$ cat src/common/gf64_pkg.sv
package gf64_pkg;

  // GF(8) element, polynomial basis of x^3+x+1.
  typedef logic [2:0] gf8_t;

  // composite word h*y + l with y^2 = y + a^3.
  typedef struct packed {
    gf8_t hi;
    gf8_t lo;
  } gf64_comp_t;

  typedef union packed {
    logic [5:0] poly;  // coefficients mod x^6+x+1.
    gf64_comp_t comp;  // two GF(8) halves.
  } gf64_word_u;

  // row i holds the input bits that feed output bit i.
  localparam logic [5:0][5:0] iso_fwd = {
    6'b011100,
    6'b111010,
    6'b100000,
    6'b001100,
    6'b110100,
    6'b001101
  };

  localparam logic [5:0][5:0] iso_inv = {
    6'b001000,
    6'b100100,
    6'b101010,
    6'b101110,
    6'b010110,
    6'b000101
  };

  function automatic logic [5:0] gf64_mat_apply(input logic [5:0][5:0] m,
                                                 input logic [5:0] v);
    logic [5:0] r;
    for (int i = 0; i < 6; i++) begin
      r[i] = ^(m[i] & v);  // one parity per row.
    end
    return r;
  endfunction

  function automatic gf8_t gf8_mul(input gf8_t a, input gf8_t b);
    logic d3;
    logic d4;
    gf8_t c;
    d3 = (a[1] & b[2]) ^ (a[2] & b[1]);  // x^3 folds to x+1.
    d4 = a[2] & b[2];                    // x^4 folds to x^2+x.
    c[0] = (a[0] & b[0]) ^ d3;
    c[1] = (a[0] & b[1]) ^ (a[1] & b[0]) ^ d3 ^ d4;
    c[2] = (a[0] & b[2]) ^ (a[1] & b[1]) ^ (a[2] & b[0]) ^ d4;
    return c;
  endfunction

  function automatic gf8_t gf8_sq(input gf8_t a);
    return {a[1] ^ a[2], a[2], a[0]};
  endfunction

  function automatic gf8_t gf8_pow4(input gf8_t a);
    return {a[1], a[1] ^ a[2], a[0]};
  endfunction

  // a^6, the GF(8) inverse for nonzero a.
  function automatic gf8_t gf8_pow6(input gf8_t a);
    gf8_t c;
    c[0] = a[0] ^ a[1] ^ a[2] ^ (a[1] & a[2]);
    c[1] = a[2] ^ (a[0] & a[1]);
    c[2] = a[1] ^ a[2] ^ (a[0] & a[2]);
    return c;
  endfunction

  function automatic gf8_t gf8_mul_const(input gf8_t a, input gf8_t k);
    gf8_t a_x;
    gf8_t a_x2;
    a_x  = {a[1], a[0] ^ a[2], a[2]};          // times x.
    a_x2 = {a_x[1], a_x[0] ^ a_x[2], a_x[2]};  // times x^2.
    return ({3{k[0]}} & a) ^ ({3{k[1]}} & a_x) ^ ({3{k[2]}} & a_x2);
  endfunction

endpackage

$ cat src/power_unit/field_map_in.sv
`timescale 1ns/1ps

module field_map_in
  import gf64_pkg::*;
(
  input  logic       clk,
  input  logic       rst_n,
  input  logic       in_valid,
  input  logic [5:0] in_word,
  output logic       map_valid,
  output gf64_word_u map_word
);

  gf64_word_u in_u;
  gf64_word_u fwd_u;

  // polynomial view in.
  assign in_u.poly = in_word;

  // result is read downstream through the comp view.
  assign fwd_u.poly = gf64_mat_apply(iso_fwd, in_u.poly);

  always_ff @(posedge clk) begin
    if (!rst_n) begin
      map_valid <= 1'b0;
    end else begin
      map_valid <= in_valid;
    end
  end

  always_ff @(posedge clk) begin
    if (in_valid) begin
      map_word <= fwd_u;  // holds last word otherwise.
    end
  end

endmodule

$ cat src/power_unit/power20_core.sv
`timescale 1ns/1ps

module power20_core
  import gf64_pkg::*;
#(
  parameter int core_mid_reg = 1
) (
  input  logic       clk,
  input  logic       rst_n,
  input  logic       map_valid,
  input  gf64_word_u map_word,
  output logic       pow_valid,
  output gf64_word_u pow_word
);

  // output constants for the new lo half.
  localparam gf8_t k_lo_y0 = 3'b001;
  localparam gf8_t k_lo_y1 = 3'b110;
  localparam gf8_t k_lo_y2 = 3'b010;
  localparam gf8_t k_lo_y3 = 3'b100;

  // output constants for the new hi half.
  localparam gf8_t k_hi_y1 = 3'b001;
  localparam gf8_t k_hi_y2 = 3'b001;
  localparam gf8_t k_hi_y3 = 3'b101;

  gf8_t lo;
  gf8_t hi;
  gf8_t lo_sq;
  gf8_t hi_sq;
  gf8_t lo_p4;
  gf8_t hi_p4;
  gf8_t a_y0;
  gf8_t a_y1;
  gf8_t a_y2;
  gf8_t a_y3;

  logic b_valid;
  gf8_t b_y0;
  gf8_t b_y1;
  gf8_t b_y2;
  gf8_t b_y3;

  gf8_t w_lo0;
  gf8_t w_lo1;
  gf8_t w_lo2;
  gf8_t w_lo3;
  gf8_t w_hi1;
  gf8_t w_hi2;
  gf8_t w_hi3;
  gf8_t z_lo;
  gf8_t z_hi;

  gf64_word_u nxt_word;

  assign lo = map_word.comp.lo;
  assign hi = map_word.comp.hi;

  // stage A. powers and cross products.
  assign lo_sq = gf8_sq(lo);
  assign hi_sq = gf8_sq(hi);
  assign lo_p4 = gf8_pow4(lo);
  assign hi_p4 = gf8_pow4(hi);

  assign a_y0 = gf8_pow6(lo);
  assign a_y1 = gf8_mul(lo_sq, hi_p4);
  assign a_y2 = gf8_mul(hi_sq, lo_p4);
  assign a_y3 = gf8_pow6(hi);

  generate
    if (core_mid_reg != 0) begin : g_mid_reg
      always_ff @(posedge clk) begin
        if (!rst_n) begin
          b_valid <= 1'b0;
        end else begin
          b_valid <= map_valid;
        end
      end

      always_ff @(posedge clk) begin
        if (map_valid) begin
          b_y0 <= a_y0;
          b_y1 <= a_y1;
          b_y2 <= a_y2;
          b_y3 <= a_y3;
        end
      end
    end else begin : g_no_mid_reg
      assign b_valid = map_valid;  // same cycle as stage A.
      assign b_y0    = a_y0;
      assign b_y1    = a_y1;
      assign b_y2    = a_y2;
      assign b_y3    = a_y3;
    end
  endgenerate

  // stage B. constant multiplies.
  assign w_lo0 = gf8_mul_const(b_y0, k_lo_y0);
  assign w_lo1 = gf8_mul_const(b_y1, k_lo_y1);
  assign w_lo2 = gf8_mul_const(b_y2, k_lo_y2);
  assign w_lo3 = gf8_mul_const(b_y3, k_lo_y3);

  assign w_hi1 = gf8_mul_const(b_y1, k_hi_y1);
  assign w_hi2 = gf8_mul_const(b_y2, k_hi_y2);
  assign w_hi3 = gf8_mul_const(b_y3, k_hi_y3);

  // xor trees.
  assign z_lo = (w_lo0 ^ w_lo1) ^ (w_lo2 ^ w_lo3);
  assign z_hi = (w_hi1 ^ w_hi2) ^ w_hi3;  // no y0 term.

  always_comb begin
    nxt_word.comp.lo = z_lo;
    nxt_word.comp.hi = z_hi;
  end

  always_ff @(posedge clk) begin
    if (!rst_n) begin
      pow_valid <= 1'b0;
    end else begin
      pow_valid <= b_valid;
    end
  end

  always_ff @(posedge clk) begin
    if (b_valid) begin
      pow_word <= nxt_word;
    end
  end

endmodule

$ cat src/power_unit/field_map_out.sv
`timescale 1ns/1ps

module field_map_out
  import gf64_pkg::*;
(
  input  logic       clk,
  input  logic       rst_n,
  input  logic       pow_valid,
  input  gf64_word_u pow_word,
  output logic       out_valid,
  output logic [5:0] out_word
);

  logic [5:0] comp_bits;
  gf64_word_u back_u;

  // halves packed hi over lo.
  assign comp_bits = {pow_word.comp.hi, pow_word.comp.lo};

  // back to the x^6+x+1 basis.
  assign back_u.poly = gf64_mat_apply(iso_inv, comp_bits);

  always_ff @(posedge clk) begin
    if (!rst_n) begin
      out_valid <= 1'b0;
    end else begin
      out_valid <= pow_valid;
    end
  end

  always_ff @(posedge clk) begin
    if (pow_valid) begin
      out_word <= back_u.poly;
    end
  end

endmodule

$ cat src/rtl/gf64_power_top.sv
`timescale 1ns/1ps

module gf64_power_top
  import gf64_pkg::*;
#(
  parameter int core_mid_reg = 1
) (
  input  logic       clk,
  input  logic       rst_n,
  input  logic       in_valid,
  input  logic [5:0] in_word,
  output logic       out_valid,
  output logic [5:0] out_word
);

  logic       map_valid;
  gf64_word_u map_word;
  logic       pow_valid;
  gf64_word_u pow_word;

  // polynomial to composite.
  field_map_in u_map_in (
    .clk       (clk),
    .rst_n     (rst_n),
    .in_valid  (in_valid),
    .in_word   (in_word),
    .map_valid (map_valid),
    .map_word  (map_word)
  );

  // x^20, 1 or 2 cycles.
  power20_core #(
    .core_mid_reg (core_mid_reg)
  ) u_core (
    .clk       (clk),
    .rst_n     (rst_n),
    .map_valid (map_valid),
    .map_word  (map_word),
    .pow_valid (pow_valid),
    .pow_word  (pow_word)
  );

  // composite back to polynomial.
  field_map_out u_map_out (
    .clk       (clk),
    .rst_n     (rst_n),
    .pow_valid (pow_valid),
    .pow_word  (pow_word),
    .out_valid (out_valid),
    .out_word  (out_word)
  );

endmodule

$ cat config.mk
export PLATFORM = sky130hd
export DESIGN_NAME = gf64_power_top
export DESIGN_NICKNAME = d
export VERILOG_FILES = /design/src/common/gf64_pkg.sv /design/src/power_unit/field_map_in.sv /design/src/power_unit/power20_core.sv /design/src/power_unit/field_map_out.sv /design/src/rtl/gf64_power_top.sv
export SDC_FILE = /design/constraint.sdc
export NUM_CORES = 1
export LEC_CHECK = 0
export BUFFER_PORTS_ARGS = -buffer_cell sky130_fd_sc_hd__buf_2
export CAP_MARGIN = 20
export CORE_ASPECT_RATIO = 0.8
export CORE_MARGIN = 4
export CORE_UTILIZATION = 58
export DETAILED_ROUTE_END_ITERATION = 10
export GPL_TIMING_DRIVEN = 0
export PLACE_DENSITY_LB_ADDON = 0.25
export SLEW_MARGIN = 30
export SYNTH_ARGS = -nofsm -noshare
export SYNTH_HDL_FRONTEND = slang
export SYNTH_SLANG_ARGS = --single-unit
$ cat constraint.sdc
create_clock -name clk -period 2.5 [get_ports clk]
set_clock_uncertainty 0.05 [all_clocks]
set_input_delay 0.5 -clock clk [delete_from_list [all_inputs] [get_ports clk]]
set_output_delay 0.5 -clock clk [all_outputs]
set_load 0.01 [all_outputs]
# After elaboration in Yosys (flattened, before gate mapping)

Cells that the tools add are included.

Register bits: 34
Logic and storage cells: 83
Output and inout port bits: 7

Bitwise logic cells: 60
Reductions and logical operators: 12

Operators by type and width:

| kind                | number |
|---|---|
| XOR reduction 6 bit | 12 |
| XOR 1 bit           | 33 |
| XOR 3 bit           | 7 |
| AND 1 bit           | 20 |

# Depth between registers and ports, before layout

Gate-level depths: netlist (run 1).

Depth in word-level cells: 5
Mapped depth: 7

# Cells and area by module

From an unflattened synthesis (run 1), not the netlist that was laid out.

Cell total of the unflattened synthesis: 146
Area, all modules: 1838.0 um^2

By module, submodules not included:

| module        | cells an instance | area an instance (um^2) | seq. area each (um^2) | times used |
|---|---|---|---|---|
| power20_core  | 115               | 1276.2                  | 580.6                 | 1 |
| field_map_in  | 16                | 286.5                   | 200.2                 | 1 |
| field_map_out | 15                | 275.3                   | 200.2                 | 1 |

# Worst setup path before layout (run 1)

OpenSTA, ideal clock, no wires.

Path type: register to register
Start: reg u_map_in.map_word[1] (netlist name)
End: reg u_core.b_y1[1] (data pin)
Arrival time: 1.458 ns
Library setup time: 0.271 ns
Period minus slack after synthesis: 1.779 ns
Stages on the path, launching flop included: 7
Path slack: 0.721 ns
Cells stage by stage: edfxtp_1 ha_1 buf_4 clkbuf_4 mux2_1 nand3_1 o221ai_1

Longest elaborated chain between the ends: 5
Elaborated cells between the ends (all ways): 6

Ends and longest elaborated chain:

| item                   | RTL line           | text |
|---|---|---|
| from (decl)            | field_map_in.sv:11 | `output gf64_word_u map_word` |
| from (signal assigned) | field_map_in.sv:33 | `map_word <= fwd_u;` |
| XOR 1 bit *            | gf64_pkg.sv:58     | `return {a[1] ^ a[2], a[2], a[0]};` |
| AND 1 bit              | gf64_pkg.sv:49     | `d3 = (a[1] & b[2]) ^ (a[2] & b[1]);` |
| XOR 1 bit              | gf64_pkg.sv:49     |  |
| XOR 1 bit              | gf64_pkg.sv:52     | `c[1] = (a[0] & b[1]) ^ (a[1] & b[0]) ^ d3 ^ d4;` |
| XOR 1 bit *            | gf64_pkg.sv:52     |  |
| net u_core.a_y1[1]     | power20_core.sv:34 | `gf8_t a_y1;` |
| to (signal assigned)   | power20_core.sv:83 | `b_y1 <= a_y1;` |
| to (decl)              | power20_core.sv:40 | `gf8_t b_y1;` |

The timed path passes the listed nets; every way through them passes the cells marked *.
A chain may end at the register's enable or synchronous reset.

# Final worst setup path (run 1)

Same ends and word-level chain as after synthesis.

==> results.toml, run 1 <==
[sta]
hold_viol = 0
setup_viol = 0
worst_pin_slew_ns = 0.485
fmax_mhz = 517
period_needed_ns = 1.93
setup_ws_ns = 0.565
grt_setup_unrepaired = "no"
drv_slew = 0
hold_ws_ns = 0.373
slew_headroom_pct = 67.6
tns_ns = 0
fin_crit_sh_pct = 77.4

[global_routing]
grt_use_total_pct = 15.0
grt_pass1_vias = 1067
grt_pass1_wl_um = 4710
grt_max_degree = 14
gr-total-overflow = 0
grt_antenna_before_repair = 0

[setup_path]
critical_path_class = "reg2reg"
crit_required_ns = 2.46
slowest_delay_ns = 0.42
critical_path.endpoint_type = "register"
worst_r2r_path_depth = 6
crit_chain = "ha_1 > buf_4 > clkbuf_4 > mux2_1 > nand3_1 > o221ai_1"
cp.depth = 6
path_buf_inv = 2
worst_path_dominant_cell_family = "flip-flops"
critPathSlowestCell = "edfxtp_1"
arrival_ns = 1.89
critPathMaxFanout = 10
worstSetupStartpointType = "register"

[power]
leakage_nw = 0.767
power_density_nw_per_um2 = 916
peakVddDrop_mv = 0.474
p_total_mw = 1.89

[logic_synthesis]
avgSynthCellArea_sq_um = 12.5
synthTopCellsByCount = "xnor2_1, edfxtp_1, nand2_1, xor2_1"
synth_seq_area_share_pct = 54.3
synth_top_area_share_pct = 49.9
syn_nets = 158
synthArstFlopShare_pct = 0
yosysMostFrequentCell = "xnor2_1"
yosys_warnings = 0
synth-edff-count = 30
synth_top_cell_by_area = "edfxtp_1"
ys_ff_latch = 34
synth_cell_types = 33
synth_area_sq_um = 1810
ys.flop_type = "edfxtp_1"
syn_inst = 145
synthTopCellsByArea = "edfxtp_1, xnor2_1, xor2_1"

[min_path]
worst_hold_path_type = "in2reg"
min_path_cells = 1

[routing]
totalWireLength_um = 2770
drc = 0
post_drt_via_cell_ratio = 5.22
drt-initial-drc-count = 18
ant_nets = 0
via_count = 1076
drt-wirelength-per-cell_um = 13.4
first_pass_iters = 4

[floorplan]
die_x_um = 70.4
rows = 17
fp.dieH_um = 57.9
initial_core_util_pct = 62.9
io_pins = 16
fp.coreArea_sq_um = 2870
die_area_sq_um = 4080

[clock_tree]
cts_tree = "yes"
cts_resized = 0
clk-insertion-delay-late_ns = 0.28
cts_buffer_depth = 2
ctsHoldBuffers = 0
post_cts_buffers = 0
h-tree-depth = 2
cts-root-buf = "clkbuf_8"
numClockSinks = 34
clk_transition_reported_paths_ns = 0.07
cts-buffers-inserted = 5

[final_layout]
final_cells = 206
drive_above_1_share_pct = 20.8
fin_util_pct = 72.0
nNetsFinal = 180
design_area_sq_um = 2070
fillers = 200
area_growth_pct = 14.4
n_antenna_cell = 0

[placement]
placement.io_buffers = 15
dp_slack_ns = 0.567
placedCellCount = 198
place.gp.congestion = 0.844
dp_hpwl_um = 2090
postPlaceCellArea_sq_um = 1930

[outcome]
status = "finished, final reports clean"

[run]
drv_cap = 0
layer usage:
| metal | vias to the layer above | track usage [%] | wire, um |
|---|---|---|---|
| li1 | 538 | - | - |
| met1 | 498 | 16.6 | 1090 |
| met2 | 34 | 27.2 | 1430 |
| met3 | 6 | 4.85 | 188 |
| met4 | 0 | 5.74 | 58 |
| met5 | - | 0 | 0 |
power by group:
part	internal [mW]	leakage (nW)	total, mW	switching, mW
logic	0.263	0.386	0.513	0.250
clock network	0.399	0.0683	0.595	0.195
registers	0.737	0.313	0.786	0.0488
total	1.40	0.767	1.89	0.494
final cells by class:
class	instances	area [sq um]	share of cell area [%]
clock inverter	3	68.8	3.33
inverter	3	11.3	0.545
timing repair buffer	15	75.1	3.63
sequential	34	981	47.5
clock buffer	5	68.8	3.33
multi-input combinational	99	753	36.4
tap	38	47.5	2.30
buffer	9	61.3	2.97
registers in the layout, indices dropped and copies added, names as in the netlist:
signal,cells
u_core.pow_valid,1
u_core.b_y3,3
u_map_out.out_word,6
u_core.b_y1,3
u_map_out.out_valid,1
u_map_in.map_word,6
u_core.b_y0,3
u_core.b_valid,1
u_core.b_y2,3
u_map_in.map_valid,1
u_core.pow_word,6
worst reg2reg max path: stages, from the launching register on:
cell and delay [ns]:
edfxtp_1 0.42, ha_1 0.31, buf_4 0.16, clkbuf_4 0.19, mux2_1 0.31, nand3_1 0.08, o221ai_1 0.13
cell usage in the layout (no fill, tap or decap), types with 2 or more instances in the layout:
cell,synthesis,routed
inv_1,3,3
nor2b_1,2,2
a21oi_1,3,3
edfxtp_1,30,30
xor2_1,11,11
o21ai_0,2,2
and2_1,4,4
o221ai_1,2,2
nor2_1,3,3
ha_1,4,4
xnor2_1,35,35
nand2b_1,2,2
nand2_1,15,15
buf_2,4,19
clkbuf_4,2,2
bufinv_16,0,2
o21a_1,2,2
clkbuf_8,0,5
buf_4,2,2
dfxtp_1,4,4
final timing paths:
path | startpoint | endpoint | slack, ns
setup / recovery | u_map_in.map_word[1]$_DFFE_PP_ | u_core.b_y1[1]$_DFFE_PP_ | 0.57
hold / removal | in_word[5] | u_map_in.map_word[3]$_DFFE_PP_ | 0.37
setup reg to reg | u_map_in.map_word[1]$_DFFE_PP_ | u_core.b_y1[1]$_DFFE_PP_ | 0.57
hold reg to reg | u_core.pow_word[3]$_DFFE_PP_ | u_map_out.out_word[5]$_DFFE_PP_ | 0.43
logic make-up after synthesis:
family	after synthesis	synth area share, %
AND/OR/NAND/NOR	29	7.55
XOR/XNOR	46	22.3
adder cells (fa/ha/maj)	4	2.77
multiplexers	3	1.80
flip-flops	34	54.3
buffers and inverters	12	4.02
AO/OA/AOI/OAI	17	7.27
No activity file was read; power rests on OpenSTA's default activity.
==> run 2, diff against run 1 <==
ABC_AREA = 1   (was not set)
CORE_UTILIZATION = 53   (was 58)
clock period = 1.7 ns   (was 2.5 ns; I/O delays follow)
==> results.toml, run 2 <==
[routing]
post_drt_via_cell_ratio = 4.72
via_count = 1308
drt-wirelength-per-cell_um = 11.3
ant_nets = 0
drt-initial-drc-count = 33
totalWireLength_um = 3120
first_pass_iters = 4
drc = 0

[logic_synthesis]
avgSynthCellArea_sq_um = 9.27
synth-edff-count = 30
yosys_warnings = 0
syn_inst = 207
ys.flop_type = "edfxtp_1"
synth_top_area_share_pct = 47.0
synth_cell_types = 18
syn_nets = 220
synth_top_cell_by_area = "edfxtp_1"
synthArstFlopShare_pct = 0
synthTopCellsByCount = "nand2_1, edfxtp_1, xnor2_1, inv_1, xor2_1"
synthTopCellsByArea = "edfxtp_1, nand2_1, xnor2_1"
ys_ff_latch = 34
yosysMostFrequentCell = "nand2_1"
synth_area_sq_um = 1920
synth_seq_area_share_pct = 51.1

[sta]
hold_viol = 0
fin_crit_sh_pct = 94.1
slew_headroom_pct = 62.9
grt_setup_unrepaired = "no"
setup_viol = 0
tns_ns = 0
fmax_mhz = 625
worst_pin_slew_ns = 0.556
period_needed_ns = 1.60
setup_ws_ns = 0.100
drv_slew = 0

[clock_tree]
cts-buffers-inserted = 5
ctsHoldBuffers = 0
clk-insertion-delay-late_ns = 0.28
numClockSinks = 34
clk_transition_reported_paths_ns = 0.07
h-tree-depth = 2
cts_tree = "yes"
cts-root-buf = "clkbuf_8"
cts_buffer_depth = 2

[setup_path]
path_buf_inv = 2
slowest_delay_ns = 0.44
critPathMaxFanout = 5
critical_path_class = "reg2reg"
crit_required_ns = 1.69
worstSetupStartpointType = "register"
arrival_ns = 1.59
crit_chain = "buf_4 > buf_4 > ha_1 > xnor2_1 > xnor2_1"
critPathSlowestCell = "edfxtp_1"
critical_path.endpoint_type = "register"
worst_path_dominant_cell_family = "flip-flops"

[power]
peakVddDrop_mv = 0.953
leakage_nw = 1.03
power_density_nw_per_um2 = 1170

[global_routing]
grt_antenna_before_repair = 0
grt_pass1_wl_um = 5360
grt_use_total_pct = 15.8
gr-total-overflow = 0
grt_pass1_vias = 1241
grt_max_degree = 14

[placement]
place.gp.congestion = 0.799
placedCellCount = 264
dp_hpwl_um = 2400
dp_slack_ns = -0.120
placement.io_buffers = 15

[floorplan]
io_pins = 16
fp.coreArea_sq_um = 3450
die_x_um = 75.3
initial_core_util_pct = 55.6
fp.dieH_um = 61.8
rows = 19
die_area_sq_um = 4650

[min_path]
worst_hold_path_type = "in2reg"

[final_layout]
drive_above_1_share_pct = 18.7
top_regs = "u_core.pow_word x6, u_map_in.map_word x6, u_map_out.out_word x6"
area_growth_pct = 14.8
fillers = 270
layout_common_cells = "nand2_1, edfxtp_1, xnor2_1, inv_1, xor2_1"
nNetsFinal = 247
n_antenna_cell = 0
layout_commonest_cell = "nand2_1"
final_cells = 277

[outcome]
status = "finished, final reports clean"

[run]
drv_cap = 0
[run 2: cell count changes after synthesis, sizes merged, moves of 3 or more]
cell | before | now
nor2 | 3 | 6
buf | 7 | 2
and2 | 4 | 0
nand2 | 15 | 82
nand3 | 1 | 7
xor2 | 11 | 18
inv | 3 | 22
a21oi | 3 | 0
xnor2 | 35 | 24
[run 2: worst paths after layout]
path | startpoint | to | slack (ns) | cells after the start
setup / recovery | u_map_in.map_word[1]$_DFFE_PP_ | u_core.b_y0[0]$_DFFE_PP_ | 0.10 | 5
hold / removal | in_word[5] | u_map_in.map_word[3]$_DFFE_PP_ | 0.21 | 1
setup reg to reg | u_map_in.map_word[1]$_DFFE_PP_ | u_core.b_y0[0]$_DFFE_PP_ | 0.10 | 5
hold reg to reg | u_core.pow_word[3]$_DFFE_PP_ | u_map_out.out_word[5]$_DFFE_PP_ | 0.44 | 0
[run 2: worst register-to-register path, delay by kind of cell (launching register included)]
kind                     cells  cell delay, ns
XOR/XNOR                     2            0.27
adder cells (fa/ha/maj)      1            0.28
buffers and inverters        2            0.31
flip-flops                   1            0.44
[run 2: report_power, final]
| part | leakage [nW] | total (mW) | internal [mW] | switching, mW |
|---|---|---|---|---|
| logic | 0.664 | 0.830 | 0.378 | 0.451 |
| registers | 0.315 | 1.15 | 1.07 | 0.0835 |
| clock network | 0.0482 | 0.601 | 0.326 | 0.275 |
| total | 1.03 | 2.58 | 1.77 | 0.810 |
[run 2: logic make-up after synthesis]
| group | synth area share (%) |
|---|---|
| AND/OR/NAND/NOR | 20.4 |
| XOR/XNOR | 19.2 |
| flip-flops | 51.1 |
| buffers and inverters | 5.74 |
| adder cells (fa/ha/maj) | 2.61 |
| AO/OA/AOI/OAI | 0.913 |
[run 2: stage by stage]
stage / hold slack [ns] / cell area, sq um / utilization [%] / power (mW)
2_1_floorplan: 0.383 / 1920 / - / 1.79
3_3_place_gp: 0.407 / 2050 / 59.3 / 1.91
3_5_place_dp: 0.427 / 2050 / 59.3 / 1.94
4_1_cts: 0.201 / 2170 / 62.9 / 2.57
5_1_grt: 0.205 / 2200 / 63.9 / 2.76
6_report: 0.208 / 2200 / 63.9 / 2.58
[run 2: area by class of cell]
class                           instances  area [sq um]  area share (%)
Sequential cell                        34           981            44.5
Inverter                               24          90.1            4.09
Timing Repair Buffer                   20           113            5.11
Clock buffer                            7          86.3            3.92
Multi-Input combinational cell        145           855            38.8
Clock inverter                          1          5.00           0.227
Buffer                                  4          20.0           0.909
Tap cell                               42          52.6            2.39
[run 2: what timing repair did]
item | CTS | global route
setup endpoints to repair | 4 | 2
resized for setup | 2 | 2
pin swaps | 0 | 2
setup buffers | 2 | 3
[run 2: routing by layer]
metal / routed length, um / track usage (%)
met2: 1580 / 27.4
met1: 1340 / 18.2
met4: 53 / 6.98
met5: 0 / 0
met3: 152 / 4.82
